**src/rtl/soc_consts.svh**
```systemverilog
`ifndef SOC_CONSTS_SVH
`define SOC_CONSTS_SVH

// ======================================================================
// Memory map
// ======================================================================

// Address bits 31:28 select the slave
`define SOC_RAM_BASE_NIB   4'h8
`define SOC_CLINT_BASE_NIB 4'h3

// ======================================================================
// Main RAM geometry and timing
// ======================================================================

// Depth in 32-bit words
`define SOC_RAM_WORDS   1024
// Read latency in cycles, two or more
`define SOC_RAM_LATENCY 4
// Words per cache line
`define SOC_LINE_WORDS  4

// CLINT register offsets, low word; high word at offset + 4
`define SOC_CLINT_MSIP_OFS     16'h0000
`define SOC_CLINT_MTIMECMP_OFS 16'h4000
`define SOC_CLINT_MTIME_OFS    16'hBFF8

`endif

```
**src/rtl/soc_pkg.sv**
```systemverilog
`include "soc_consts.svh"

package soc_pkg;

  // Bus fields
  typedef logic [31:0] wb_addr_t;
  typedef logic [31:0] wb_data_t;
  typedef logic [3:0]  wb_sel_t;

  // Wishbone B4 cycle type identifier
  typedef enum logic [2:0] {
    CTI_CLASSIC = 3'b000,
    CTI_INCR    = 3'b010,
    CTI_EOB     = 3'b111
  } wb_cti_e;

  // Cache line and its addressing
  typedef logic [32*`SOC_LINE_WORDS-1:0] line_t;
  typedef logic [$clog2(`SOC_RAM_WORDS/`SOC_LINE_WORDS)-1:0] line_idx_t;
  typedef logic [1:0] word_ofs_t;

  // CLINT timer width
  typedef logic [63:0] mtime_t;

  // RAM slave FSM
  typedef enum logic [1:0] {RAM_IDLE, RAM_FETCH, RAM_LINE_READY} ram_state_e;

endpackage

```
**src/rtl/wb_if.sv**
```systemverilog
`timescale 1ns/100ps

// Wishbone B4 classic bus, no stall or retry
interface wb_if
  import soc_pkg::*;
();

  // Request side
  logic     cyc;
  logic     stb;
  logic     we;
  wb_addr_t adr;
  wb_data_t dat_w;
  wb_sel_t  sel;
  wb_cti_e  cti;

  // Response side
  wb_data_t dat_r;
  logic     ack;
  logic     err;

  modport master (output cyc, stb, we, adr, dat_w, sel, cti, input dat_r, ack, err);

  // Mirror of master
  modport slave (input cyc, stb, we, adr, dat_w, sel, cti, output dat_r, ack, err);

endinterface

```
**src/rtl/wb_interconnect.sv**
```systemverilog
`timescale 1ns/100ps
`include "soc_consts.svh"

// One master to two slaves, purely combinational
module wb_interconnect
  import soc_pkg::*;
(
  input  logic clk_i,
  input  logic rst_ni,
  wb_if.slave  m_bus,
  wb_if.master ram_bus,
  wb_if.master clint_bus
);

  logic     req;
  logic     sel_ram;
  logic     sel_clint;
  wb_data_t resp_dat;

  // Decode on the top address nibble
  assign req       = m_bus.cyc & m_bus.stb;
  assign sel_ram   = (m_bus.adr[31:28] == `SOC_RAM_BASE_NIB);
  assign sel_clint = (m_bus.adr[31:28] == `SOC_CLINT_BASE_NIB);

  // Only the selected slave sees cyc and stb
  assign ram_bus.cyc   = m_bus.cyc & sel_ram;
  assign ram_bus.stb   = m_bus.stb & sel_ram;
  assign clint_bus.cyc = m_bus.cyc & sel_clint;
  assign clint_bus.stb = m_bus.stb & sel_clint;

  // Remaining request fields broadcast
  assign ram_bus.we      = m_bus.we;
  assign ram_bus.adr     = m_bus.adr;
  assign ram_bus.dat_w   = m_bus.dat_w;
  assign ram_bus.sel     = m_bus.sel;
  assign ram_bus.cti     = m_bus.cti;
  assign clint_bus.we    = m_bus.we;
  assign clint_bus.adr   = m_bus.adr;
  assign clint_bus.dat_w = m_bus.dat_w;
  assign clint_bus.sel   = m_bus.sel;
  assign clint_bus.cti   = m_bus.cti;

  // Read data back from the selected slave, zero otherwise
  always_comb begin
    resp_dat = '0;
    if (sel_ram) begin
      resp_dat = ram_bus.dat_r;
    end else if (sel_clint) begin
      resp_dat = clint_bus.dat_r;
    end
  end

  assign m_bus.dat_r = resp_dat;
  assign m_bus.ack   = (sel_ram & ram_bus.ack) | (sel_clint & clint_bus.ack);
  // Unmapped nibble errors in the same cycle
  assign m_bus.err   = (req & ~sel_ram & ~sel_clint)
                     | (sel_ram & ram_bus.err) | (sel_clint & clint_bus.err);

endmodule

```
**src/flat_wrapper.sv**
```systemverilog
// flat-port wrapper written by rule: the top's interface ports become plain ports
module wb_interconnect_flat import soc_pkg::*;
  (clk_i, rst_ni, m_bus_cyc, m_bus_stb, m_bus_we, m_bus_adr, m_bus_dat_w, m_bus_sel, m_bus_cti, m_bus_dat_r, m_bus_ack, m_bus_err, ram_bus_cyc, ram_bus_stb, ram_bus_we, ram_bus_adr, ram_bus_dat_w, ram_bus_sel, ram_bus_cti, ram_bus_dat_r, ram_bus_ack, ram_bus_err, clint_bus_cyc, clint_bus_stb, clint_bus_we, clint_bus_adr, clint_bus_dat_w, clint_bus_sel, clint_bus_cti, clint_bus_dat_r, clint_bus_ack, clint_bus_err);
  wb_if m_bus_i ();
  wb_if ram_bus_i ();
  wb_if clint_bus_i ();
  input  logic clk_i;
  input  logic rst_ni;
  input wire logic [$bits(m_bus_i.cyc)-1:0] m_bus_cyc;
  input wire logic [$bits(m_bus_i.stb)-1:0] m_bus_stb;
  input wire logic [$bits(m_bus_i.we)-1:0] m_bus_we;
  input wire logic [$bits(m_bus_i.adr)-1:0] m_bus_adr;
  input wire logic [$bits(m_bus_i.dat_w)-1:0] m_bus_dat_w;
  input wire logic [$bits(m_bus_i.sel)-1:0] m_bus_sel;
  input wire logic [$bits(m_bus_i.cti)-1:0] m_bus_cti;
  output wire logic [$bits(m_bus_i.dat_r)-1:0] m_bus_dat_r;
  output wire logic [$bits(m_bus_i.ack)-1:0] m_bus_ack;
  output wire logic [$bits(m_bus_i.err)-1:0] m_bus_err;
  output wire logic [$bits(ram_bus_i.cyc)-1:0] ram_bus_cyc;
  output wire logic [$bits(ram_bus_i.stb)-1:0] ram_bus_stb;
  output wire logic [$bits(ram_bus_i.we)-1:0] ram_bus_we;
  output wire logic [$bits(ram_bus_i.adr)-1:0] ram_bus_adr;
  output wire logic [$bits(ram_bus_i.dat_w)-1:0] ram_bus_dat_w;
  output wire logic [$bits(ram_bus_i.sel)-1:0] ram_bus_sel;
  output wire logic [$bits(ram_bus_i.cti)-1:0] ram_bus_cti;
  input wire logic [$bits(ram_bus_i.dat_r)-1:0] ram_bus_dat_r;
  input wire logic [$bits(ram_bus_i.ack)-1:0] ram_bus_ack;
  input wire logic [$bits(ram_bus_i.err)-1:0] ram_bus_err;
  output wire logic [$bits(clint_bus_i.cyc)-1:0] clint_bus_cyc;
  output wire logic [$bits(clint_bus_i.stb)-1:0] clint_bus_stb;
  output wire logic [$bits(clint_bus_i.we)-1:0] clint_bus_we;
  output wire logic [$bits(clint_bus_i.adr)-1:0] clint_bus_adr;
  output wire logic [$bits(clint_bus_i.dat_w)-1:0] clint_bus_dat_w;
  output wire logic [$bits(clint_bus_i.sel)-1:0] clint_bus_sel;
  output wire logic [$bits(clint_bus_i.cti)-1:0] clint_bus_cti;
  input wire logic [$bits(clint_bus_i.dat_r)-1:0] clint_bus_dat_r;
  input wire logic [$bits(clint_bus_i.ack)-1:0] clint_bus_ack;
  input wire logic [$bits(clint_bus_i.err)-1:0] clint_bus_err;
  assign m_bus_i.cyc = m_bus_cyc;
  assign m_bus_i.stb = m_bus_stb;
  assign m_bus_i.we = m_bus_we;
  assign m_bus_i.adr = m_bus_adr;
  assign m_bus_i.dat_w = m_bus_dat_w;
  assign m_bus_i.sel = m_bus_sel;
  assign m_bus_i.cti = m_bus_cti;
  assign m_bus_dat_r = m_bus_i.dat_r;
  assign m_bus_ack = m_bus_i.ack;
  assign m_bus_err = m_bus_i.err;
  assign ram_bus_cyc = ram_bus_i.cyc;
  assign ram_bus_stb = ram_bus_i.stb;
  assign ram_bus_we = ram_bus_i.we;
  assign ram_bus_adr = ram_bus_i.adr;
  assign ram_bus_dat_w = ram_bus_i.dat_w;
  assign ram_bus_sel = ram_bus_i.sel;
  assign ram_bus_cti = ram_bus_i.cti;
  assign ram_bus_i.dat_r = ram_bus_dat_r;
  assign ram_bus_i.ack = ram_bus_ack;
  assign ram_bus_i.err = ram_bus_err;
  assign clint_bus_cyc = clint_bus_i.cyc;
  assign clint_bus_stb = clint_bus_i.stb;
  assign clint_bus_we = clint_bus_i.we;
  assign clint_bus_adr = clint_bus_i.adr;
  assign clint_bus_dat_w = clint_bus_i.dat_w;
  assign clint_bus_sel = clint_bus_i.sel;
  assign clint_bus_cti = clint_bus_i.cti;
  assign clint_bus_i.dat_r = clint_bus_dat_r;
  assign clint_bus_i.ack = clint_bus_ack;
  assign clint_bus_i.err = clint_bus_err;
  wb_interconnect u_core (.clk_i(clk_i), .rst_ni(rst_ni), .m_bus(m_bus_i), .ram_bus(ram_bus_i), .clint_bus(clint_bus_i));
endmodule
```
**config.mk**
```make
export PLATFORM = sky130hd
export DESIGN_NAME = wb_interconnect_flat
export DESIGN_NICKNAME = d
export VERILOG_FILES = /design/src/rtl/soc_pkg.sv /design/src/rtl/wb_if.sv /design/src/rtl/wb_interconnect.sv /design/src/flat_wrapper.sv
export VERILOG_INCLUDE_DIRS = /design/src /design/src/rtl
export SDC_FILE = /design/constraint.sdc
export NUM_CORES = 1
export LEC_CHECK = 0
export BUFFER_PORTS_ARGS = -buffer_cell sky130_fd_sc_hd__buf_2
export CAP_MARGIN = 20
export CORE_AREA = 10 10 119 121
export DETAILED_ROUTE_END_ITERATION = 8
export DIE_AREA = 0 0 129 131
export PLACE_DENSITY_LB_ADDON = 0.25
export RECOVER_POWER = 50
export SLEW_MARGIN = 10
export SYNTH_ARGS = -nofsm -noshare
export SYNTH_HDL_FRONTEND = slang
export SYNTH_SLANG_ARGS = --single-unit
export TNS_END_PERCENT = 100
```
**constraint.sdc**
```tcl
create_clock -name vclk -period 0.8
set_input_delay 0.04 -clock vclk [all_inputs]
set_output_delay 0.04 -clock vclk [all_outputs]
set_load 0.1 [all_outputs]
```
Word-level counts from Yosys, hierarchy flattened
Index checks and enable logic that the tools add are counted.
- word-level logic and storage cells: 20
- register bits: 0
- bits of input ports: 144
- equality and inequality tests: 2
- muxes and demuxes: 2
- bitwise logic cells: 16
- operators with widths (cell ; number):
    2-to-1 mux 32 bit ; 2
    bitwise AND 1 bit ; 11
    equality test 4 x 2 -> 1 bit, second input constant ; 1
    equality test 4 bit, second input constant ; 1
    bitwise OR 1 bit ; 3
    NOT 1 bit ; 2

Logic depth before layout (Yosys ltp)
Gate-level depths: netlist (run 1).
- depth after elaboration: 6
- gate-level depth with buffers: 4

Worst setup path after synthesis (run 1)
No wires, ideal clock.
- path type: input port to output port
- start point: input m_bus_adr[29]
- end point: output m_bus_dat_r[10]
- path slack: -726 ps
- data arrival time: 1486 ps
- stages on the path: 3
- cells stage by stage: nor4b_4 > buf_4 > a22o_1
- word-level cells in the longest chain between the ends: 3
- elaborated cells between the ends (all ways): 4
- ends and longest elaborated chain (item ; RTL line ; text):
    start: declaration ; flat_wrapper.sv:12 ; input wire logic [$bits(m_bus_i.adr)-1:0] m_bus_adr;
    equality test 4 x 2 -> 1 bit (no source line) ; - ;
    2-to-1 mux 32 bit ; wb_interconnect.sv:48 ; end else if (sel_clint) begin
    2-to-1 mux 32 bit (*) ; wb_interconnect.sv:46 ; if (sel_ram) begin
    end: declaration ; flat_wrapper.sv:16 ; output wire logic [$bits(m_bus_i.dat_r)-1:0] m_bus_dat_r;
Mark *: on every way between the ends. The rest lies on a longest branch, timed or not.

Worst setup path in the final report (run 1)
- start point: input m_bus_adr[28]
- end point: output m_bus_err
- word-level cells in the longest chain between the ends: 6
- elaborated cells between the ends (all ways): 10
- ends and longest elaborated chain (item ; RTL line ; text):
    equality test 4 bit (no source line) ; - ;
    NOT 1 bit ; wb_interconnect.sv:56 ; assign m_bus.err = (req & ~sel_ram & ~sel_clint)
    bitwise AND 1 bit (2 in series) ; wb_interconnect.sv:56 ;
    bitwise OR 1 bit ; wb_interconnect.sv:57 ; | (sel_ram & ram_bus.err) | (sel_clint & clint_bus.err);
    bitwise OR 1 bit (*) ; wb_interconnect.sv:57 ;
    end: declaration ; flat_wrapper.sv:18 ; output wire logic [$bits(m_bus_i.err)-1:0] m_bus_err;
Marked as above.

==> flow_summary.json, run 1 <==
{
  "drv_slew": 0,
  "yosys-top-cells-count": "147 x buf_4, 33 x a22o_1, 4 x and2_1, 4 x buf_2",
  "cpPeakStageDelay_ps": 330,
  "post-route-worst-setup-slack_ps": -429,
  "detailroute.via_count": 1071,
  "yosys-top-cells-area": "buf_4 74%, a22o_1 19%, and2_1 1.7%",
  "critical_path_slowest_stage_cell": "a221o_2",
  "finalNetCount": 324,
  "cp_cell_sequence": "buf_8, nor4b_4, buf_6, nor3_2, a221o_2, buf_12",
  "drt_first_iter_violations": 16,
  "buffer_ports.inserted": 120,
  "initial_core_util": 0.126,
  "synth_fp_nets": 337,
  "worstPathArrival_ps": 1190,
  "drcViolationCount": 0,
  "design.seq.count": 0,
  "detail_route.wl_per_cell_um": 17.2,
  "yosys.cell_count.top_type": "buf_4",
  "worst_setup_path_type": "in2out",
  "period_share": 1.54,
  "die_area_um2": 16900,
  "firstDrtPassIters": 4,
  "avgViaCountPerCell": 3.30,
  "filler_cell_count": 1282,
  "min_path_cells": 0,
  "wl_um": 5590,
  "antenna_found_initial": 0,
  "ir_worst_vdd_uv": 156,
  "cap_violations": 0,
  "n_antenna_cell": 0,
  "critical_path.endpoint_type": "output port",
  "synth.yosys.seq_area_share": 0,
  "fp.dieW_um": 129,
  "crit_buf_inv": 3,
  "io_pins": 326,
  "required_ps": 760,
  "final-setup-viol-count": 38,
  "yosys_warnings": 0,
  "tightest_hold_check_type": "in2out",
  "grt_first_pass_wirelength_um": 7760,
  "final_period_minus_worst_setup_slack_ps": 1230,
  "max-slew-margin-rel": 0.846,
  "design.core.area_um2": 11800,
  "ff_latch_area_um2": 0,
  "power_per_unit_of_standard_cell_area_nw_per_um2": 625,
  "clock.fmax_ghz": 0.814,
  "rsz0062_at_grt": "true",
  "timing.critical_path.from_type": "input pin",
  "timing.critical_path.max_delay_family": "buffers and inverters",
  "grt_use_total": 0.0577,
  "crit_cells": 6,
  "gpl.final_weighted_congestion": 0.709,
  "static-leakage-power_nw": 1.15,
  "overflow": 0,
  "first_global_vias": 1259,
  "grt_start_max_net_pins": 18,
  "critical_path.max_fanout": 6,
  "netlist.area_leader.share": 0.741,
  "post-dp-hpwl_um": 4930,
  "run_status": "complete, but fails checks",
  "fp.dieH_um": 131,
  "netlist_instances": 193,
  "utilization": 0.202,
  "library_cells_used_by_synthesis": 9,
  "timing.final.hold_violations": 0,
  "synth.largest_area_cell": "buf_4",
  "failed_checks": "negative setup slack",
  "fin_setup_tns_ps": -13870,
  "num-clock-buffers": 0,
  "num_rows": 40,
  "worst_slew_pin_slew_ps": 230,
  "syn2layout_area_growth_pct": 59.9,
  "synth_area_per_cell_um2": 7.72,
  "ant_nets": 0,
  "netlist_area_um2": 1490,
  "finalHoldWorstSlack_ps": 80.0,
  "final_layout_size_suffix_gt1_frac": 0.994
}
metal layers:
layer,global-route usage,wire length [um],up-vias
li1,-,-,472
met1,0.0522,1630,475
met2,0.105,3000,90
met3,0.0270,711,34
met4,0.0321,251,0
met5,0,0,-
final cells by class:
cell class | instances | area, um^2 | area share
multi-input cells | 42 | 679 | 0.285
well taps | 147 | 184 | 0.0772
repair buffers | 136 | 1520 | 0.638
stage by stage:
| step | instances | power [W] | cell area, um^2 | worst slack [ps] |
|---|---|---|---|---|
| after floorplan | 193 | 0.00401 | 1760 | -335 |
| after detailed placement | 323 | 0.00144 | 2230 | -565 |
| after global routing | 325 | 0.00154 | 2380 | -476 |
| after global placement | 323 | 0.00143 | 2230 | -540 |
| final | 325 | 0.00149 | 2380 | -429 |
| after CTS | 324 | 0.00150 | 2360 | -467 |
cell usage in the layout, fill, tap and decap left out:
cell / n
nor3_2: 1
buf_4: 8
a22o_2: 1
buf_8: 5
nor4b_4: 1
buf_16: 1
a22o_4: 32
nand2_1: 1
a221o_2: 1
and2_4: 4
nor4bb_4: 1
buf_6: 4
buf_2: 70
buf_12: 48
path summary, 6_finish.rpt:
check,start,to,slack (ps)
min,m_bus_adr[16],clint_bus_adr[16],80
max,m_bus_adr[28],m_bus_err,-430
where the power goes:
group	internal (W)	switching [W]
clock	0	0
combinational	0.000620	0.000870
sequential	0	0
total	0.000620	0.000870
kinds of logic (layout without fill, tap and decap cells):
| kind of cell | after synthesis | after routing | share of synthesized area |
|---|---|---|---|
| and+or+nand+nor | 8 | 8 | 0.0453 |
| AOI/OAI and AO/OA | 34 | 34 | 0.201 |
| buffers and inverters | 151 | 136 | 0.754 |
repair_timing:
item | 4_1_cts | 5_1_grt
setup buffers | 0 | 1
setup endpoints to repair | 38 | 38
gates resized for setup | 25 | 3
hold endpoints to repair | 0 | 0
pin swaps | 3 | 3
hold buffers | 0 | 0
cloned | 1 | 0
No activity file was read; power rests on OpenSTA's default activity.
==> run 2: changes to the inputs <==
- PLACE_DENSITY_LB_ADDON: 0.25 -> unset
==> run 2 against run 1 <==
Utilization rose by 1.2 points. The flow still finishes with violations (negative setup slack). Critical path type unchanged. Via count grew 4.4%. Count of clock-buffer cells in the layout unchanged. Global-route usage increased by 1.0 points. Cell count grew 3.1%. Highest routed layer unchanged. Flip-flop and latch count unchanged. Critical endpoint is now m_bus_dat_r[24].
==> flow_summary.json, run 2 (synthesized netlist as in run 1, its figures left out) <==
{
  "run_status": "complete, but fails checks",
  "failed_checks": "negative setup slack",
  "ant_nets": 0,
  "post-route-worst-setup-slack_ps": -450,
  "post-dp-hpwl_um": 5220,
  "tightest_hold_check_type": "in2out",
  "grt_use_total": 0.0679,
  "period_share": 1.56,
  "initial_core_util": 0.126,
  "detailroute.via_count": 1118,
  "critical_path.endpoint_type": "output port",
  "static-leakage-power_nw": 1.22,
  "gpl.final_weighted_congestion": 0.685,
  "die_area_um2": 16900,
  "n_antenna_cell": 0,
  "timing.final.hold_violations": 0,
  "clock.fmax_ghz": 0.800,
  "drv_slew": 0,
  "drt_first_iter_violations": 19,
  "final_common_cell": "buf_2",
  "io_pins": 326,
  "power_per_unit_of_standard_cell_area_nw_per_um2": 608,
  "grt_start_max_net_pins": 9,
  "first_global_vias": 1408,
  "final_layout_size_suffix_gt1_frac": 0.989,
  "ir_worst_vdd_uv": 149,
  "cap_violations": 0,
  "wl_um": 6340,
  "design.core.area_um2": 11800,
  "dp_slack_ps": -617,
  "antenna_found_initial": 0,
  "design.seq.count": 0,
  "ff_latch_area_um2": 0,
  "rsz0062_at_grt": "true",
  "worst_slew_pin_slew_ps": 248,
  "syn2layout_area_growth_pct": 69.0,
  "num-clock-buffers": 0,
  "grt_first_pass_wirelength_um": 9070,
  "buffer_ports.inserted": 120,
  "layout_common_cells": "71 x buf_2, 51 x buf_12, 33 x a22o_4",
  "timing.critical_path.from_type": "input pin",
  "worstPathArrival_ps": 1210,
  "fp.dieW_um": 129,
  "drcViolationCount": 0,
  "finalNetCount": 334,
  "final_period_minus_worst_setup_slack_ps": 1250,
  "detail_route.wl_per_cell_um": 18.9,
  "required_ps": 760,
  "overflow": 0,
  "utilization": 0.213,
  "final-setup-viol-count": 38,
  "max-slew-margin-rel": 0.835,
  "filler_cell_count": 1254,
  "firstDrtPassIters": 4,
  "cts.hold.buffers_added": 0,
  "fp.dieH_um": 131,
  "critical_path.max_fanout": 7,
  "avgViaCountPerCell": 3.34,
  "worst_setup_path_type": "in2out",
  "num_rows": 40
}
==> run 2: timing repair <==
action	4_1_cts	5_1_grt
setup buffers	10	0
setup endpoints to repair	38	38
pin swaps	12	2
cloned	4	0
gates resized for setup	32	8
==> run 2: per-stage QoR <==
step                      total power (W)  hold WS (ps)  instances  setup TNS [ps]  instance area (um^2)
after floorplan                   0.00401           292        193          -11910                  1760
after global placement            0.00142          81.0        323          -17760                  2230
after detailed placement          0.00144          81.0        323          -18310                  2230
after CTS                         0.00154          81.0        335          -15270                  2490
after global routing              0.00159          80.2        335          -17370                  2520
final                             0.00153          80.1        335          -14620                  2520
==> run 2: critical path, stage by stage <==
cell and delay (ps):
buf_8 100, nor4bb_4 310, buf_4 190, buf_6 130, buf_12 130, a22o_4 130
buf_12 170
==> run 2: per-layer routing <==
| layer | part of all wire | global-route usage | vias up |
|---|---|---|---|
| li1 | - | - | 496 |
| met1 | 0.29 | 0.0634 | 504 |
| met2 | 0.55 | 0.127 | 81 |
| met3 | 0.12 | 0.0290 | 37 |
| met4 | 0.036 | 0.0301 | 0 |
| met5 | 0 | 0 | - |
==> run 2: where the power goes <==
group | switching [W] | internal (W) | leakage, nW
clock network | 0 | 0 | 0
registers | 0 | 0 | 0
logic | 0.000889 | 0.000642 | 1.22
==> run 2: worst paths after layout <==
path,start,end,slack [ps],depth (start not counted)
min,m_bus_dat_w[1],clint_bus_dat_w[1],80,0
max,m_bus_adr[31],m_bus_dat_r[24],-450,7
==> run 2: final cells by class <==
class	instances	area [um^2]	area share
multi-input combinational	42	682	0.271
tap	147	184	0.0730
timing repair buffer	146	1650	0.656
