===== config.mk =====
export PLATFORM = sky130hd
export DESIGN_NAME = wb_clint_slave_flat
export DESIGN_NICKNAME = d
export VERILOG_FILES = /design/src/rtl/soc_pkg.sv /design/src/rtl/wb_if.sv /design/src/rtl/wb_clint_slave.sv /design/src/flat_wrapper.sv
export VERILOG_INCLUDE_DIRS = /design/src /design/src/rtl
export SDC_FILE = /design/constraint.sdc
export NUM_CORES = 1
export LEC_CHECK = 0
export BUFFER_PORTS_ARGS = -buffer_cell sky130_fd_sc_hd__buf_4
export CELL_PAD_IN_SITES_DETAIL_PLACEMENT = 0
export CELL_PAD_IN_SITES_GLOBAL_PLACEMENT = 1
export CORE_MARGIN = 8
export CORE_UTILIZATION = 46
export CTS_CLUSTER_DIAMETER = 30
export DETAILED_ROUTE_END_ITERATION = 8
export PLACE_DENSITY_LB_ADDON = 0.1
export SYNTH_ARGS = -nofsm -noshare
export SYNTH_HDL_FRONTEND = slang
export SYNTH_SLANG_ARGS = --single-unit

===== constraint.sdc =====
create_clock -name clk_i -period 3.46 [get_ports clk_i]
set_clock_uncertainty 0.2 [all_clocks]
set_input_delay 0.346 -clock clk_i [delete_from_list [all_inputs] [get_ports clk_i]]
set_output_delay 0.346 -clock clk_i [all_outputs]
set_load 0.02 [all_outputs]

===== src/rtl/soc_consts.svh =====
`ifndef SOC_CONSTS_SVH
`define SOC_CONSTS_SVH

// ======================================================================
// Memory map
// ======================================================================

// Address bits 31:28 select the slave
`define SOC_RAM_BASE_NIB   4'h8
`define SOC_CLINT_BASE_NIB 4'h3

// ======================================================================
// Main RAM geometry and timing
// ======================================================================

// Depth in 32-bit words
`define SOC_RAM_WORDS   1024
// Read latency in cycles, two or more
`define SOC_RAM_LATENCY 4
// Words per cache line
`define SOC_LINE_WORDS  4

// CLINT register offsets, low word; high word at offset + 4
`define SOC_CLINT_MSIP_OFS     16'h0000
`define SOC_CLINT_MTIMECMP_OFS 16'h4000
`define SOC_CLINT_MTIME_OFS    16'hBFF8

`endif


===== src/rtl/soc_pkg.sv =====
`include "soc_consts.svh"

package soc_pkg;

  // Bus fields
  typedef logic [31:0] wb_addr_t;
  typedef logic [31:0] wb_data_t;
  typedef logic [3:0]  wb_sel_t;

  // Wishbone B4 cycle type identifier
  typedef enum logic [2:0] {
    CTI_CLASSIC = 3'b000,
    CTI_INCR    = 3'b010,
    CTI_EOB     = 3'b111
  } wb_cti_e;

  // Cache line and its addressing
  typedef logic [32*`SOC_LINE_WORDS-1:0] line_t;
  typedef logic [$clog2(`SOC_RAM_WORDS/`SOC_LINE_WORDS)-1:0] line_idx_t;
  typedef logic [1:0] word_ofs_t;

  // CLINT timer width
  typedef logic [63:0] mtime_t;

  // RAM slave FSM
  typedef enum logic [1:0] {RAM_IDLE, RAM_FETCH, RAM_LINE_READY} ram_state_e;

endpackage


===== src/rtl/wb_if.sv =====
`timescale 1ns/100ps

// Wishbone B4 classic bus, no stall or retry
interface wb_if
  import soc_pkg::*;
();

  // Request side
  logic     cyc;
  logic     stb;
  logic     we;
  wb_addr_t adr;
  wb_data_t dat_w;
  wb_sel_t  sel;
  wb_cti_e  cti;

  // Response side
  wb_data_t dat_r;
  logic     ack;
  logic     err;

  modport master (output cyc, stb, we, adr, dat_w, sel, cti, input dat_r, ack, err);

  // Mirror of master
  modport slave (input cyc, stb, we, adr, dat_w, sel, cti, output dat_r, ack, err);

endinterface


===== src/rtl/wb_clint_slave.sv =====
`timescale 1ns/100ps
`include "soc_consts.svh"

// Core-local interruptor: msip, mtimecmp, mtime
module wb_clint_slave
  import soc_pkg::*;
(
  input  logic clk_i,
  input  logic rst_ni,
  wb_if.slave  bus,
  output logic timer_irq_o,
  output logic sw_irq_o
);

  localparam logic [15:0] MSIP_OFS    = `SOC_CLINT_MSIP_OFS;
  localparam logic [15:0] CMP_LO_OFS  = `SOC_CLINT_MTIMECMP_OFS;
  localparam logic [15:0] CMP_HI_OFS  = `SOC_CLINT_MTIMECMP_OFS + 16'd4;
  localparam logic [15:0] TIME_LO_OFS = `SOC_CLINT_MTIME_OFS;
  localparam logic [15:0] TIME_HI_OFS = `SOC_CLINT_MTIME_OFS + 16'd4;

  logic        req;
  logic        first;
  logic        wr_en;
  logic [15:0] ofs;
  logic        ack_q;
  logic        msip_q;
  logic        timer_irq_q;
  mtime_t      mtimecmp_q;
  mtime_t      mtime_q;
  wb_data_t    rdata;
  wb_data_t    rdata_q;

  // Byte-select merge of a write into a register word
  function automatic wb_data_t merge_bytes(wb_data_t old_w, wb_data_t new_w, wb_sel_t sel);
    wb_data_t res;
    res = old_w;
    for (int i = 0; i < 4; i++) begin
      if (sel[i]) begin
        res[i*8 +: 8] = new_w[i*8 +: 8];
      end
    end
    return res;
  endfunction

  assign req   = bus.cyc & bus.stb;
  // Request not yet acked
  assign first = req & ~ack_q;
  assign wr_en = first & bus.we;
  assign ofs   = bus.adr[15:0];

  // Read mux, unknown offsets read zero
  always_comb begin
    case (ofs)
      MSIP_OFS:    rdata = {31'b0, msip_q};
      CMP_LO_OFS:  rdata = mtimecmp_q[31:0];
      CMP_HI_OFS:  rdata = mtimecmp_q[63:32];
      TIME_LO_OFS: rdata = mtime_q[31:0];
      TIME_HI_OFS: rdata = mtime_q[63:32];
      default:     rdata = '0;
    endcase
  end

  always_ff @(posedge clk_i or negedge rst_ni) begin
    if (!rst_ni) begin
      ack_q       <= 1'b0;
      msip_q      <= 1'b0;
      timer_irq_q <= 1'b0;
      mtimecmp_q  <= '1;
      mtime_q     <= '0;
    end else begin
      // Single-cycle registered ack
      ack_q       <= first;
      timer_irq_q <= (mtime_q >= mtimecmp_q);
      // Free-running, a write to mtime overrides the increment
      mtime_q     <= mtime_q + 64'd1;
      if (wr_en) begin
        case (ofs)
          MSIP_OFS: begin
            if (bus.sel[0]) begin
              msip_q <= bus.dat_w[0];
            end
          end
          CMP_LO_OFS:  mtimecmp_q[31:0]  <= merge_bytes(mtimecmp_q[31:0], bus.dat_w, bus.sel);
          CMP_HI_OFS:  mtimecmp_q[63:32] <= merge_bytes(mtimecmp_q[63:32], bus.dat_w, bus.sel);
          TIME_LO_OFS: mtime_q[31:0]     <= merge_bytes(mtime_q[31:0], bus.dat_w, bus.sel);
          TIME_HI_OFS: mtime_q[63:32]    <= merge_bytes(mtime_q[63:32], bus.dat_w, bus.sel);
          default: ;
        endcase
      end
    end
  end

  // Read data sampled with the request
  always_ff @(posedge clk_i) begin
    if (first) begin
      rdata_q <= rdata;
    end
  end

  assign bus.ack     = ack_q;
  assign bus.err     = 1'b0;
  assign bus.dat_r   = rdata_q;
  assign sw_irq_o    = msip_q;
  assign timer_irq_o = timer_irq_q;

endmodule


===== src/flat_wrapper.sv =====
// flat-port wrapper written by rule: the top's interface ports become plain ports
module wb_clint_slave_flat import soc_pkg::*;
  (clk_i, rst_ni, timer_irq_o, sw_irq_o, bus_cyc, bus_stb, bus_we, bus_adr, bus_dat_w, bus_sel, bus_cti, bus_dat_r, bus_ack, bus_err);
  wb_if bus_i ();
  input  logic clk_i;
  input  logic rst_ni;
  output logic timer_irq_o;
  output logic sw_irq_o;
  input wire logic [$bits(bus_i.cyc)-1:0] bus_cyc;
  input wire logic [$bits(bus_i.stb)-1:0] bus_stb;
  input wire logic [$bits(bus_i.we)-1:0] bus_we;
  input wire logic [$bits(bus_i.adr)-1:0] bus_adr;
  input wire logic [$bits(bus_i.dat_w)-1:0] bus_dat_w;
  input wire logic [$bits(bus_i.sel)-1:0] bus_sel;
  input wire logic [$bits(bus_i.cti)-1:0] bus_cti;
  output wire logic [$bits(bus_i.dat_r)-1:0] bus_dat_r;
  output wire logic [$bits(bus_i.ack)-1:0] bus_ack;
  output wire logic [$bits(bus_i.err)-1:0] bus_err;
  assign bus_i.cyc = bus_cyc;
  assign bus_i.stb = bus_stb;
  assign bus_i.we = bus_we;
  assign bus_i.adr = bus_adr;
  assign bus_i.dat_w = bus_dat_w;
  assign bus_i.sel = bus_sel;
  assign bus_i.cti = bus_cti;
  assign bus_dat_r = bus_i.dat_r;
  assign bus_ack = bus_i.ack;
  assign bus_err = bus_i.err;
  wb_clint_slave u_core (.clk_i(clk_i), .rst_ni(rst_ni), .bus(bus_i), .timer_irq_o(timer_irq_o), .sw_irq_o(sw_irq_o));
endmodule

# [Word-level counts from Yosys, hierarchy flattened]
# Cells that the tools add are included.
[op_classes] n_addsub=1 n_lt_le_gt_ge=1 n_eq_ne=12 muxes=8 bitwise_logic=4 reduce_logical=10
[op_table] op="$pmux 32 s5" n=1
[op_table] op="$add 64x1->64 const B" n=1
[op_table] op="$ge 64x64->1" n=1
[op_table] op="$mux 32" n=2
[op_table] op="$mux 64" n=1
[op_table] op="$eq 16x15->1 const B" n=2
[op_table] op="$eq 16x16->1 const B" n=2
[op_table] op="$mux 8" n=4
[op_table] op="$reduce_and 3->1" n=9
[op_table] op="$ne 3x3->1 const B" n=8
[op_table] op="$logic_not 16->1" n=1
[op_table] op="$and 1x1->1" n=3
[op_table] op="$not 1->1" n=1
[totals] ff_bits=163 inputBits=76

# [Depth between registers and ports, before layout]
# Gate-level depths: netlist of the first run.
[logic_depth] ltp_word=4 depth_mapped=9 mapped_depth_nobuf=8

# [Worst setup path after synthesis of the first run]
# No wires, ideal clock.
[synth_timing] kind="register -> register" start="register u_core.mtime_q[0]" end="register u_core.mtime_q[60]" t_arrival_ps=2259 setup_slack_ps=869 path_stages_with_launch=8 period_less_slack_ps=2591 path_cell_list="dfrtp_1 ha_1 and4_4 nand4_4 or4_4 or4b_1 nand3_1 o211ai_1"
[synth_between] elab_chain_cells=3
[synth_lines] element="start: declaration" line="wb_clint_slave.sv:29" rtl="mtime_t mtime_q;"
[synth_lines] element="start signal: assignment" line="wb_clint_slave.sv:75" rtl="mtime_q <= mtime_q + 64'd1;"
[synth_lines] element="start signal: assignment" line="wb_clint_slave.sv:85" rtl="TIME_LO_OFS: mtime_q[31:0] <= merge_bytes(mtime_q[31:0], bus.dat_w, bus.sel);"
[synth_lines] element="$add 64x1->64 *" line="wb_clint_slave.sv:75"
[synth_lines] element="$mux 32" line="wb_clint_slave.sv:77" rtl="case (ofs)"
[synth_lines] element="$mux 64 *" line="wb_clint_slave.sv:76" rtl="if (wr_en) begin"
# Mark *: on every way between the ends. The rest lies on a longest branch, timed or not.
# A chain may end at the register's enable or synchronous reset.

# [Final worst setup path of the first run]
# Ends and elaborated chain as after synthesis.

==> flow_metrics.env, run 1 <==
export IMPL_status="complete, no violations"
export IMPL_die_x_um=163
export IMPL_syn_inst=1048
export IMPL_combinationalPowerShare_pct=5.8
export IMPL_async_reset_ff_share_pct=80.4
export IMPL_worstMarginPinSlew_ns=0.806
export IMPL_diodes=0
export IMPL_drcViolationCount=0
export IMPL_ff2ff_setup_slack_ns=0.44
export IMPL_power_frac_seq_pct=47.4
export IMPL_period_share_pct=87.1
export IMPL_synth_seq_cells=163
export IMPL_synth_flop_cell="dfrtp_1"
export IMPL_cts_root_buf="clkbuf_16"
export IMPL_slew_viol_final=0
export IMPL_synth_warnings=0
export IMPL_die_height_um=163
export IMPL_dieArea_um2=26700
export IMPL_final_cell_mix="129 x nand2_1, 124 x buf_4, 78 x inv_1, 68 x nor2_1, 67 x dfrtp_1"
export IMPL_power_density_nw_per_um2=350
export IMPL_cp_start_kind="flop"
export IMPL_setup_tns_final_ns=0
export IMPL_hold_class="in -> reg"
export IMPL_h_tree_depth=4
export IMPL_hold_ws_ns=0.0135
export IMPL_setup_viol=0
export IMPL_grt_pass1_vias=8865
export IMPL_cts_clk_slew_worst_paths_ns=0.06
export IMPL_syn_nets=1189
export IMPL_synth_top_family_by_area="simple AND/OR/NAND/NOR gates"
export IMPL_yosys_area_share_adder_pct=8.15
export IMPL_synth_compound_area_share_pct=16.3
export IMPL_seq_area_frac_synth_pct=43.3
export IMPL_synth_xor_area_share_pct=0
export IMPL_rsz0062_at_grt="false"
export IMPL_tritoncts="yes"
export IMPL_endpoint_kind="flop"
export IMPL_max_cap_viol_count=0
export IMPL_ys_types=68
export IMPL_fmax_mhz=332
export IMPL_r2r_end="u_core.mtime_q[60]"
export IMPL_syn_area_um2=9970
export IMPL_p_int_w=0.00324
export IMPL_cts_buffer_depth=2
export IMPL_layout_commonest_cell="nand2_1"
export IMPL_vias=9015
export IMPL_period_needed_ns=3.02
export IMPL_synth_mux_area_share_pct=7.43
export IMPL_post_drt_wl_per_cell_um=21.9
export IMPL_grt_pass1_wl_um=51000
export IMPL_antenna_found_initial=0
export IMPL_ant_nets=0
export IMPL_cp_required_ns=3.56
export IMPL_arrival_ns=3.12
export IMPL_overflow=0
export IMPL_ioPinCount=112
export IMPL_p_leak_nw=4.96
export IMPL_via_per_inst=6.11
export IMPL_worst_setup_path_type="reg -> reg"
export IMPL_fin_nets=1324
export IMPL_vdd_ir_drop_max_mv=0.269
export IMPL_r2r_start="u_core.mtime_q[0]"
export IMPL_hold_viol_final=0
export IMPL_fillCellCount=1975
export IMPL_grt_util_all_layers_pct=24.6
export IMPL_crit_fanout=14
export IMPL_cts_buffers=17
export IMPL_slew_headroom_pct=46.1
export IMPL_cts_sinks=163
export IMPL_clk_latency_ns=0.43
export IMPL_fp_row_count=54
export IMPL_grt_max_degree=65
export IMPL_gp_congestion=0.848
export IMPL_cts_resized=0
export IMPL_p_clk_share_pct=46.8
export IMPL_initial_core_util_pct=46.3
export IMPL_port_buffers=91
export IMPL_yosys_area_share_simple_pct=20.2
export IMPL_crit_path_start="u_core.mtime_q[0]"
export IMPL_rr_worst_depth=7
export IMPL_swShare_pct=23.2
export IMPL_critPathCapture="u_core.mtime_q[60]"
export IMPL_drt_total_wl_um=32300
export IMPL_dr_first_iter_drc_count=932
export IMPL_synth_area_per_cell_um2=9.52
export IMPL_syn2layout_area_growth_pct=20.8
export IMPL_dp_hpwl_um=23800
export IMPL_dr_pass1_iters=6
export IMPL_drive_gt1_share_pct=24.5
export IMPL_core_area_um2=21600
export IMPL_p_sw_w=0.000979
export IMPL_synth_edf_count=32
layer usage:
layer | global-route usage (%) | part of all wire (%)
met3 | 4.81 | 6.5
met1 | 34.3 | 46
met4 | 6.17 | 1.5
met2 | 38.7 | 46
met5 | 0 | 0
logic make-up (layout without fill, tap and decap cells):
family	Yosys count	count (layout)
DFF	163	163
other	1	1
AOI/OAI and AO/OA	235	235
and+or+nand+nor	399	399
buffers and inverters	118	266
muxes	67	67
adders and majority gates	65	65
per-stage QoR:
stage	total power (W)	worst slack (ns)	instances	utilization, %	instance area, um2
2_1_floorplan	0.00209	0.869	1048	-	9970
3_3_place_gp	0.00225	0.502	1414	51.7	11100
3_5_place_dp	0.00225	0.476	1414	51.7	11100
4_1_cts	0.00425	0.463	1476	55.9	12000
5_1_grt	0.00433	0.272	1476	55.9	12000
6_report	0.00421	0.445	1476	55.9	12000
worst min-delay path by stage:
stage / from / endpoint / depth (start not counted)
after global placement: rst_ni / u_core.mtime_q[2] / 1
after detailed placement: rst_ni / u_core.mtime_q[2] / 1
after floorplan: rst_ni / u_core.bus.ack / 0
after global routing: bus_dat_w[25] / u_core.mtimecmp_q[57] / 2
after CTS: bus_dat_w[25] / u_core.mtime_q[25] / 2
final: bus_dat_w[25] / u_core.mtime_q[25] / 2
timing repair:
action,4_1_cts,5_1_grt
setup buffers,0,0
hold buffers,30,0
endpoints found under the hold margin,84,0
endpoints found under the setup margin,0,0
area by class of cell:
cell class	instances	area (um2)	area share (%)
clock inverters	13	158	1.31
inverters	78	293	2.43
well taps	280	350	2.91
multi-input cells	767	5220	43.3
repair buffers	156	1260	10.5
clock buffers	19	443	3.68
flip-flops and latches	163	4320	35.9
cell usage after synthesis (2+ instances only):
cell type,instances,area (um2)
a211o_1,5,43.8
a211oi_1,10,75.1
a21o_1,9,67.6
a21oi_1,58,290
a221o_1,8,80.1
a222oi_1,31,310
a311oi_1,4,35.0
a31oi_1,11,68.8
and2_1,4,25.0
and3_1,7,43.8
and4_1,12,105
buf_1,2,7.51
buf_2,4,20.0
buf_4,2,15.0
clkbuf_1,31,116
dfrtp_1,67,1680
dfstp_2,64,1680
edfxtp_1,32,961
ha_1,65,813
inv_1,78,293
mux2_2,56,631
mux2i_1,11,110
nand2_1,129,484
nand2b_1,12,75.1
nand3_1,52,260
nand4_1,30,188
nand4b_1,3,26.3
nor2_1,69,259
nor2b_1,2,12.5
nor3_1,29,145
nor3b_1,2,15.0
nor4_1,21,131
o211a_1,2,20.0
o211ai_1,5,37.5
o21a_1,10,75.1
o21ai_0,45,225
o221a_2,3,33.8
o22ai_1,10,62.6
o31ai_1,7,52.6
o32ai_1,7,61.3
o41ai_1,2,17.5
or3_1,9,56.3
or4_1,3,22.5
sequential cells by signal, indices dropped and copies added, names as in the netlist:
name                flops
u_core.bus.ack          1
u_core.bus.dat_r       32
u_core.mtime_q         64
u_core.mtimecmp_q      64
u_core.sw_irq_o         1
u_core.timer_irq_o      1
worst max-delay path, stage by stage (launching register included):
cell	delay, ns
dfrtp_1	0.51
ha_1	0.26
and4_4	0.29
nand4_4	0.19
or4_4	0.65
or4b_1	0.58
nand3_1	0.10
o211ai_1	0.10
power by group through the flow:
stage	logic, W	registers, W	clock network, W
after global routing	0.000267	0.00200	0.00207
after detailed placement	0.000221	0.00203	0
after CTS	0.000248	0.00200	0.00200
after global placement	0.000221	0.00203	0
final	0.000245	0.00200	0.00197
after floorplan	0.0000502	0.00204	0
Power figures use the tool's default switching activity.
==> run 2: changes to the inputs <==
- CORE_UTILIZATION: 46 -> 50
- clock period: 3.46 -> 3.9 ns (I/O delays scaled with it)
==> run 2 against run 1 <==
Flip-flop and latch count did not move; via count shrank 1.6%; first-iteration DRC count decreased by 3.3%; setup slack improved by 0.21 ns; power fell by 12%; combinational power decreased by 20%; die area fell by 7.2%; register-to-register slack better by 0.21 ns; largest power group unchanged.
==> flow_metrics.env, run 2 (synthesis results as in run 1) <==
export IMPL_diodes=0
export IMPL_swShare_pct=23.3
export IMPL_cts_clk_slew_worst_paths_ns=0.07
export IMPL_setup_tns_final_ns=0
export IMPL_p_sw_w=0.000867
export IMPL_ant_nets=0
export IMPL_r2r_end="u_core.timer_irq_o"
export IMPL_hold_viol_final=0
export IMPL_die_height_um=157
export IMPL_syn2layout_area_growth_pct=16.8
export IMPL_hold_class="in -> reg"
export IMPL_port_buffers=91
export IMPL_p_leak_nw=4.77
export IMPL_fp_row_count=51
export IMPL_core_area_um2=19500
export IMPL_dieArea_um2=24700
export IMPL_period_needed_ns=3.24
export IMPL_ioPinCount=112
export IMPL_hp_start="bus_dat_w[1]"
export IMPL_vias=8867
export IMPL_worstMarginPinSlew_ns=1.15
export IMPL_crit_fanout=8
export IMPL_r2r_start="u_core.mtime_q[0]"
export IMPL_hold_path_end="u_core.mtimecmp_q[33]"
export IMPL_vdd_ir_drop_max_mv=0.283
export IMPL_hold_depth=3
export IMPL_layout_commonest_cell="nand2_1"
export IMPL_cp_start_kind="flop"
export IMPL_max_cap_viol_count=0
export IMPL_hold_ws_ns=0.0106
export IMPL_grt_util_all_layers_pct=25.7
export IMPL_gp_congestion=0.891
export IMPL_endpoint_kind="flop"
export IMPL_overflow=0
export IMPL_power_frac_seq_pct=47.6
export IMPL_dp_cells=1382
export IMPL_fillCellCount=1808
export IMPL_dr_first_iter_drc_count=901
export IMPL_clk_latency_ns=0.44
export IMPL_stdcell_area_um2=11700
export IMPL_cts_root_buf="clkbuf_16"
export IMPL_rr_worst_depth=8
export IMPL_period_share_pct=83.2
export IMPL_slew_viol_final=0
export IMPL_arrival_ns=3.35
export IMPL_cts_buffers=17
export IMPL_tritoncts="yes"
export IMPL_cts_buffer_depth=2
export IMPL_cts_sinks=163
export IMPL_p_int_w=0.00285
export IMPL_rsz0062_at_grt="false"
export IMPL_placed_area_um2=11000
export IMPL_fmax_mhz=308
export IMPL_drcViolationCount=0
export IMPL_power_density_nw_per_um2=319
export IMPL_h_tree_depth=4
export IMPL_initial_core_util_pct=51.1
export IMPL_fin_cells=1419
export IMPL_grt_max_degree=61
export IMPL_die_x_um=157
export IMPL_post_drt_wl_per_cell_um=21.8
export IMPL_antenna_found_initial=0
export IMPL_drt_total_wl_um=31000
export IMPL_status="complete, no violations"
export IMPL_drive_gt1_share_pct=24.0
export IMPL_dr_pass1_iters=8
export IMPL_combinationalPowerShare_pct=5.3
export IMPL_slew_headroom_pct=23.0
export IMPL_via_per_inst=6.25
export IMPL_setup_viol=0
export IMPL_fin_nets=1282
export IMPL_dp_hpwl_um=22700
export IMPL_grt_pass1_wl_um=48700
export IMPL_grt_pass1_vias=8517
export IMPL_final_cell_mix="129 x nand2_1, 108 x buf_4, 78 x inv_1, 68 x nor2_1, 67 x dfrtp_1"
export IMPL_ff2ff_setup_slack_ns=0.66
export IMPL_worst_setup_path_type="reg -> reg"
export IMPL_p_clk_share_pct=47.1
export IMPL_cp_required_ns=4.01
run 2: final cells by class:
cell class | instances | area, um2 | area share [%]
well taps | 265 | 332 | 2.85
multi-input cells | 767 | 5220 | 44.8
inverters | 78 | 293 | 2.51
flip-flops and latches | 163 | 4320 | 37.1
clock inverters | 10 | 121 | 1.04
repair buffers | 114 | 881 | 7.56
clock buffers | 22 | 485 | 4.17
run 2: repair_timing:
item | in CTS | in global routing
gates resized for setup | 0 | 0
hold buffers | 4 | 1
buffers inserted | 0 | 0
hold endpoints to repair | 29 | 1
run 2: how the worst max path moves through the flow:
stage                       from                  to  slack (ns)  depth (start not counted)
3_5_place_dp   u_core.mtime_q[0]  u_core.timer_irq_o        0.85                          8
2_1_floorplan  u_core.mtime_q[0]  u_core.mtime_q[60]        1.31                          7
6_report       u_core.mtime_q[0]  u_core.timer_irq_o        0.66                          8
4_1_cts        u_core.mtime_q[0]  u_core.timer_irq_o        0.82                          8
3_3_place_gp   u_core.mtime_q[0]  u_core.timer_irq_o        0.81                          8
5_1_grt        u_core.mtime_q[0]  u_core.timer_irq_o        0.70                          8
run 2: power groups by stage:
stage / Combinational (W) / Sequential [W] / Clock, W
after floorplan: 0.0000446 / 0.00181 / 0
after global placement: 0.000193 / 0.00180 / 0
after detailed placement: 0.000194 / 0.00180 / 0
after CTS: 0.000197 / 0.00177 / 0.00177
after global routing: 0.000215 / 0.00177 / 0.00184
final: 0.000196 / 0.00177 / 0.00175
run 2: stage by stage:
stage / total power, W / utilization, % / setup slack (ns)
3_3_place_gp: 0.00199 / 56.3 / 0.811
4_1_cts: 0.00374 / 59.6 / 0.821
5_1_grt: 0.00382 / 59.7 / 0.702
3_5_place_dp: 0.00199 / 56.3 / 0.854
6_report: 0.00372 / 59.7 / 0.656
2_1_floorplan: 0.00185 / - / 1.31
run 2: routing by layer:
layer	global-route usage, %	vias to the layer above	part of all wire (%)
met2	39.9	369	46
met3	5.21	39	7.6
li1	-	4137	-
met1	35.4	4322	45
met4	7.84	0	1.9
met5	0	-	0
run 2: critical path, cell delays in order, from the launching register on:
cell and delay (ns):
dfrtp_1 0.50, inv_1 0.08, ha_1 0.28, nand2b_1 0.14, a2111oi_0 0.77, nor4b_1 0.20
or3_1 0.45, a211oi_1 0.38, o31ai_1 0.12
==> run 3: changes to the inputs <==
- CORE_UTILIZATION: 50 -> 42
- clock period: 3.9 -> 2.7 ns (I/O delays scaled with it)
==> run 3 against run 2 <==
First-iteration DRC count decreased by 7.1%; global-route usage decreased by 1.7 points; sequential share of layout area decreased by 3.6 points; critical path depth unchanged; worst hold slack improved by 0.022 ns; via count increased by 5.1%; critical path type unchanged; largest power group is now the clock network; highest routed layer unchanged.
==> flow_metrics.env, run 3 (synthesis results as in run 1) <==
export IMPL_status="complete, no violations"
export IMPL_hold_class="in -> reg"
export IMPL_r2r_start="u_core.mtime_q[0]"
export IMPL_period_needed_ns=2.69
export IMPL_fin_nets=1401
export IMPL_die_x_um=170
export IMPL_drt_total_wl_um=34200
export IMPL_final_cell_mix="191 x buf_4, 129 x nand2_1, 78 x inv_1, 68 x nor2_1, 66 x dfrtp_1"
export IMPL_dieArea_um2=28900
export IMPL_core_area_um2=23400
export IMPL_power_density_nw_per_um2=428
export IMPL_p_leak_nw=5.38
export IMPL_stdcell_area_um2=12900
export IMPL_cts_sinks=163
export IMPL_drive_gt1_share_pct=30.0
export IMPL_drcViolationCount=0
export IMPL_cp_required_ns=2.87
export IMPL_fmax_mhz=371
export IMPL_clk_latency_ns=0.43
export IMPL_cts_root_buf="clkbuf_16"
export IMPL_port_buffers=91
export IMPL_max_cap_viol_count=0
export IMPL_worst_setup_path_type="reg -> reg"
export IMPL_hold_viol_final=0
export IMPL_grt_pass1_vias=9302
export IMPL_die_height_um=170
export IMPL_tritoncts="yes"
export IMPL_fin_util_pct=55.1
export IMPL_finalPower_w=0.00553
export IMPL_cts_buffers=17
export IMPL_ioPinCount=112
export IMPL_crit_fanout=6
export IMPL_cts_clk_slew_worst_paths_ns=0.06
export IMPL_r2r_end="u_core.mtime_q[46]"
export IMPL_cp_start_kind="flop"
export IMPL_dp_hpwl_um=25200
export IMPL_slew_headroom_pct=56.5
export IMPL_dp_slack_ns=-0.229
export IMPL_rr_worst_depth=8
export IMPL_grt_pass1_wl_um=53600
export IMPL_fp_row_count=56
export IMPL_slew_viol_final=0
export IMPL_antenna_found_initial=0
export IMPL_ant_nets=0
export IMPL_overflow=0
export IMPL_crit_path_start="u_core.mtime_q[0]"
export IMPL_diodes=0
export IMPL_worstMarginPinSlew_ns=0.652
export IMPL_placed_area_um2=11800
export IMPL_vias=9319
export IMPL_dr_pass1_iters=8
export IMPL_cts_buffer_depth=2
export IMPL_grt_util_all_layers_pct=23.9
export IMPL_endpoint_kind="flop"
export IMPL_setup_tns_final_ns=0
export IMPL_period_share_pct=99.8
export IMPL_h_tree_depth=4
export IMPL_initial_core_util_pct=42.6
export IMPL_worst_slack_ns=0.00526
export IMPL_rsz0062_at_grt="true"
export IMPL_critPathCapture="u_core.mtime_q[46]"
export IMPL_dr_first_iter_drc_count=837
export IMPL_ff2ff_setup_slack_ns=0.005
export IMPL_arrival_ns=2.86
export IMPL_layout_commonest_cell="buf_4"
export IMPL_setup_viol=0
export IMPL_vdd_ir_drop_max_mv=0.351
export IMPL_grt_max_degree=63
export IMPL_gp_congestion=0.897
export IMPL_via_per_inst=5.85
export IMPL_post_drt_wl_per_cell_um=21.5
export IMPL_syn2layout_area_growth_pct=29.3
## run 3: area by class of cell
| type | count | area (um2) |
|---|---|---|
| fill | 2165 | 10500 |
| multi-input combinational | 767 | 5350 |
| sequential | 163 | 4320 |
| timing repair buffer | 233 | 1910 |
| clock buffer | 22 | 484 |
| tap | 319 | 399 |
| inverter | 78 | 293 |
| clock inverter | 10 | 146 |
## run 3: metal layers
metal / wire (um) / global-route usage, % / vias up
met5: 0 / 0 / -
met4: 728 / 7.40 / 0
met3: 2370 / 4.36 / 43
met2: 15400 / 36.7 / 384
met1: 15600 / 33.8 / 4515
li1: - / - / 4377
## run 3: power by group
part,internal (W),total [W],switching (W)
logic,0.000149,0.000340,0.000191
clock network,0.00157,0.00263,0.00107
registers,0.00253,0.00255,0.0000190
total,0.00425,0.00553,0.00128
## run 3: worst min path at each step
| stage | start | end | slack [ns] | depth (start not counted) |
|---|---|---|---|---|
| 2_1_floorplan | rst_ni | u_core.bus.ack | -0.23 | 0 |
| 3_3_place_gp | rst_ni | u_core.mtime_q[1] | 0.11 | 1 |
| 3_5_place_dp | rst_ni | u_core.mtime_q[3] | 0.11 | 1 |
| 4_1_cts | bus_sel[0] | u_core.mtime_q[32] | 0.008 | 3 |
| 5_1_grt | bus_sel[0] | u_core.mtime_q[32] | 0.04 | 3 |
| 6_report | bus_sel[0] | u_core.mtime_q[32] | 0.03 | 3 |
## run 3: metrics by stage
step,std cells,hold slack (ns)
after global routing,1592,0.0378
after global placement,1521,0.114
after detailed placement,1521,0.113
after CTS,1589,0.00785
final,1592,0.0324
after floorplan,1048,-0.226
## run 3: what timing repair did
| action | in CTS | in global routing |
|---|---|---|
| pin swaps | 0 | 8 |
| endpoints found under the setup margin | 6 | 19 |
| endpoints found under the hold margin | 161 | 0 |
| hold buffers | 35 | 0 |
| setup buffers | 1 | 3 |
| resized for setup | 4 | 19 |
## run 3: critical path: stages, from the launching register on
cell and delay (ns):
dfrtp_1 0.37, buf_6 0.13, ha_4 0.13, and4_4 0.25, nand4_4 0.12, or4_4 0.59
or3_4 0.45, or3_1 0.31, nand3_1 0.08
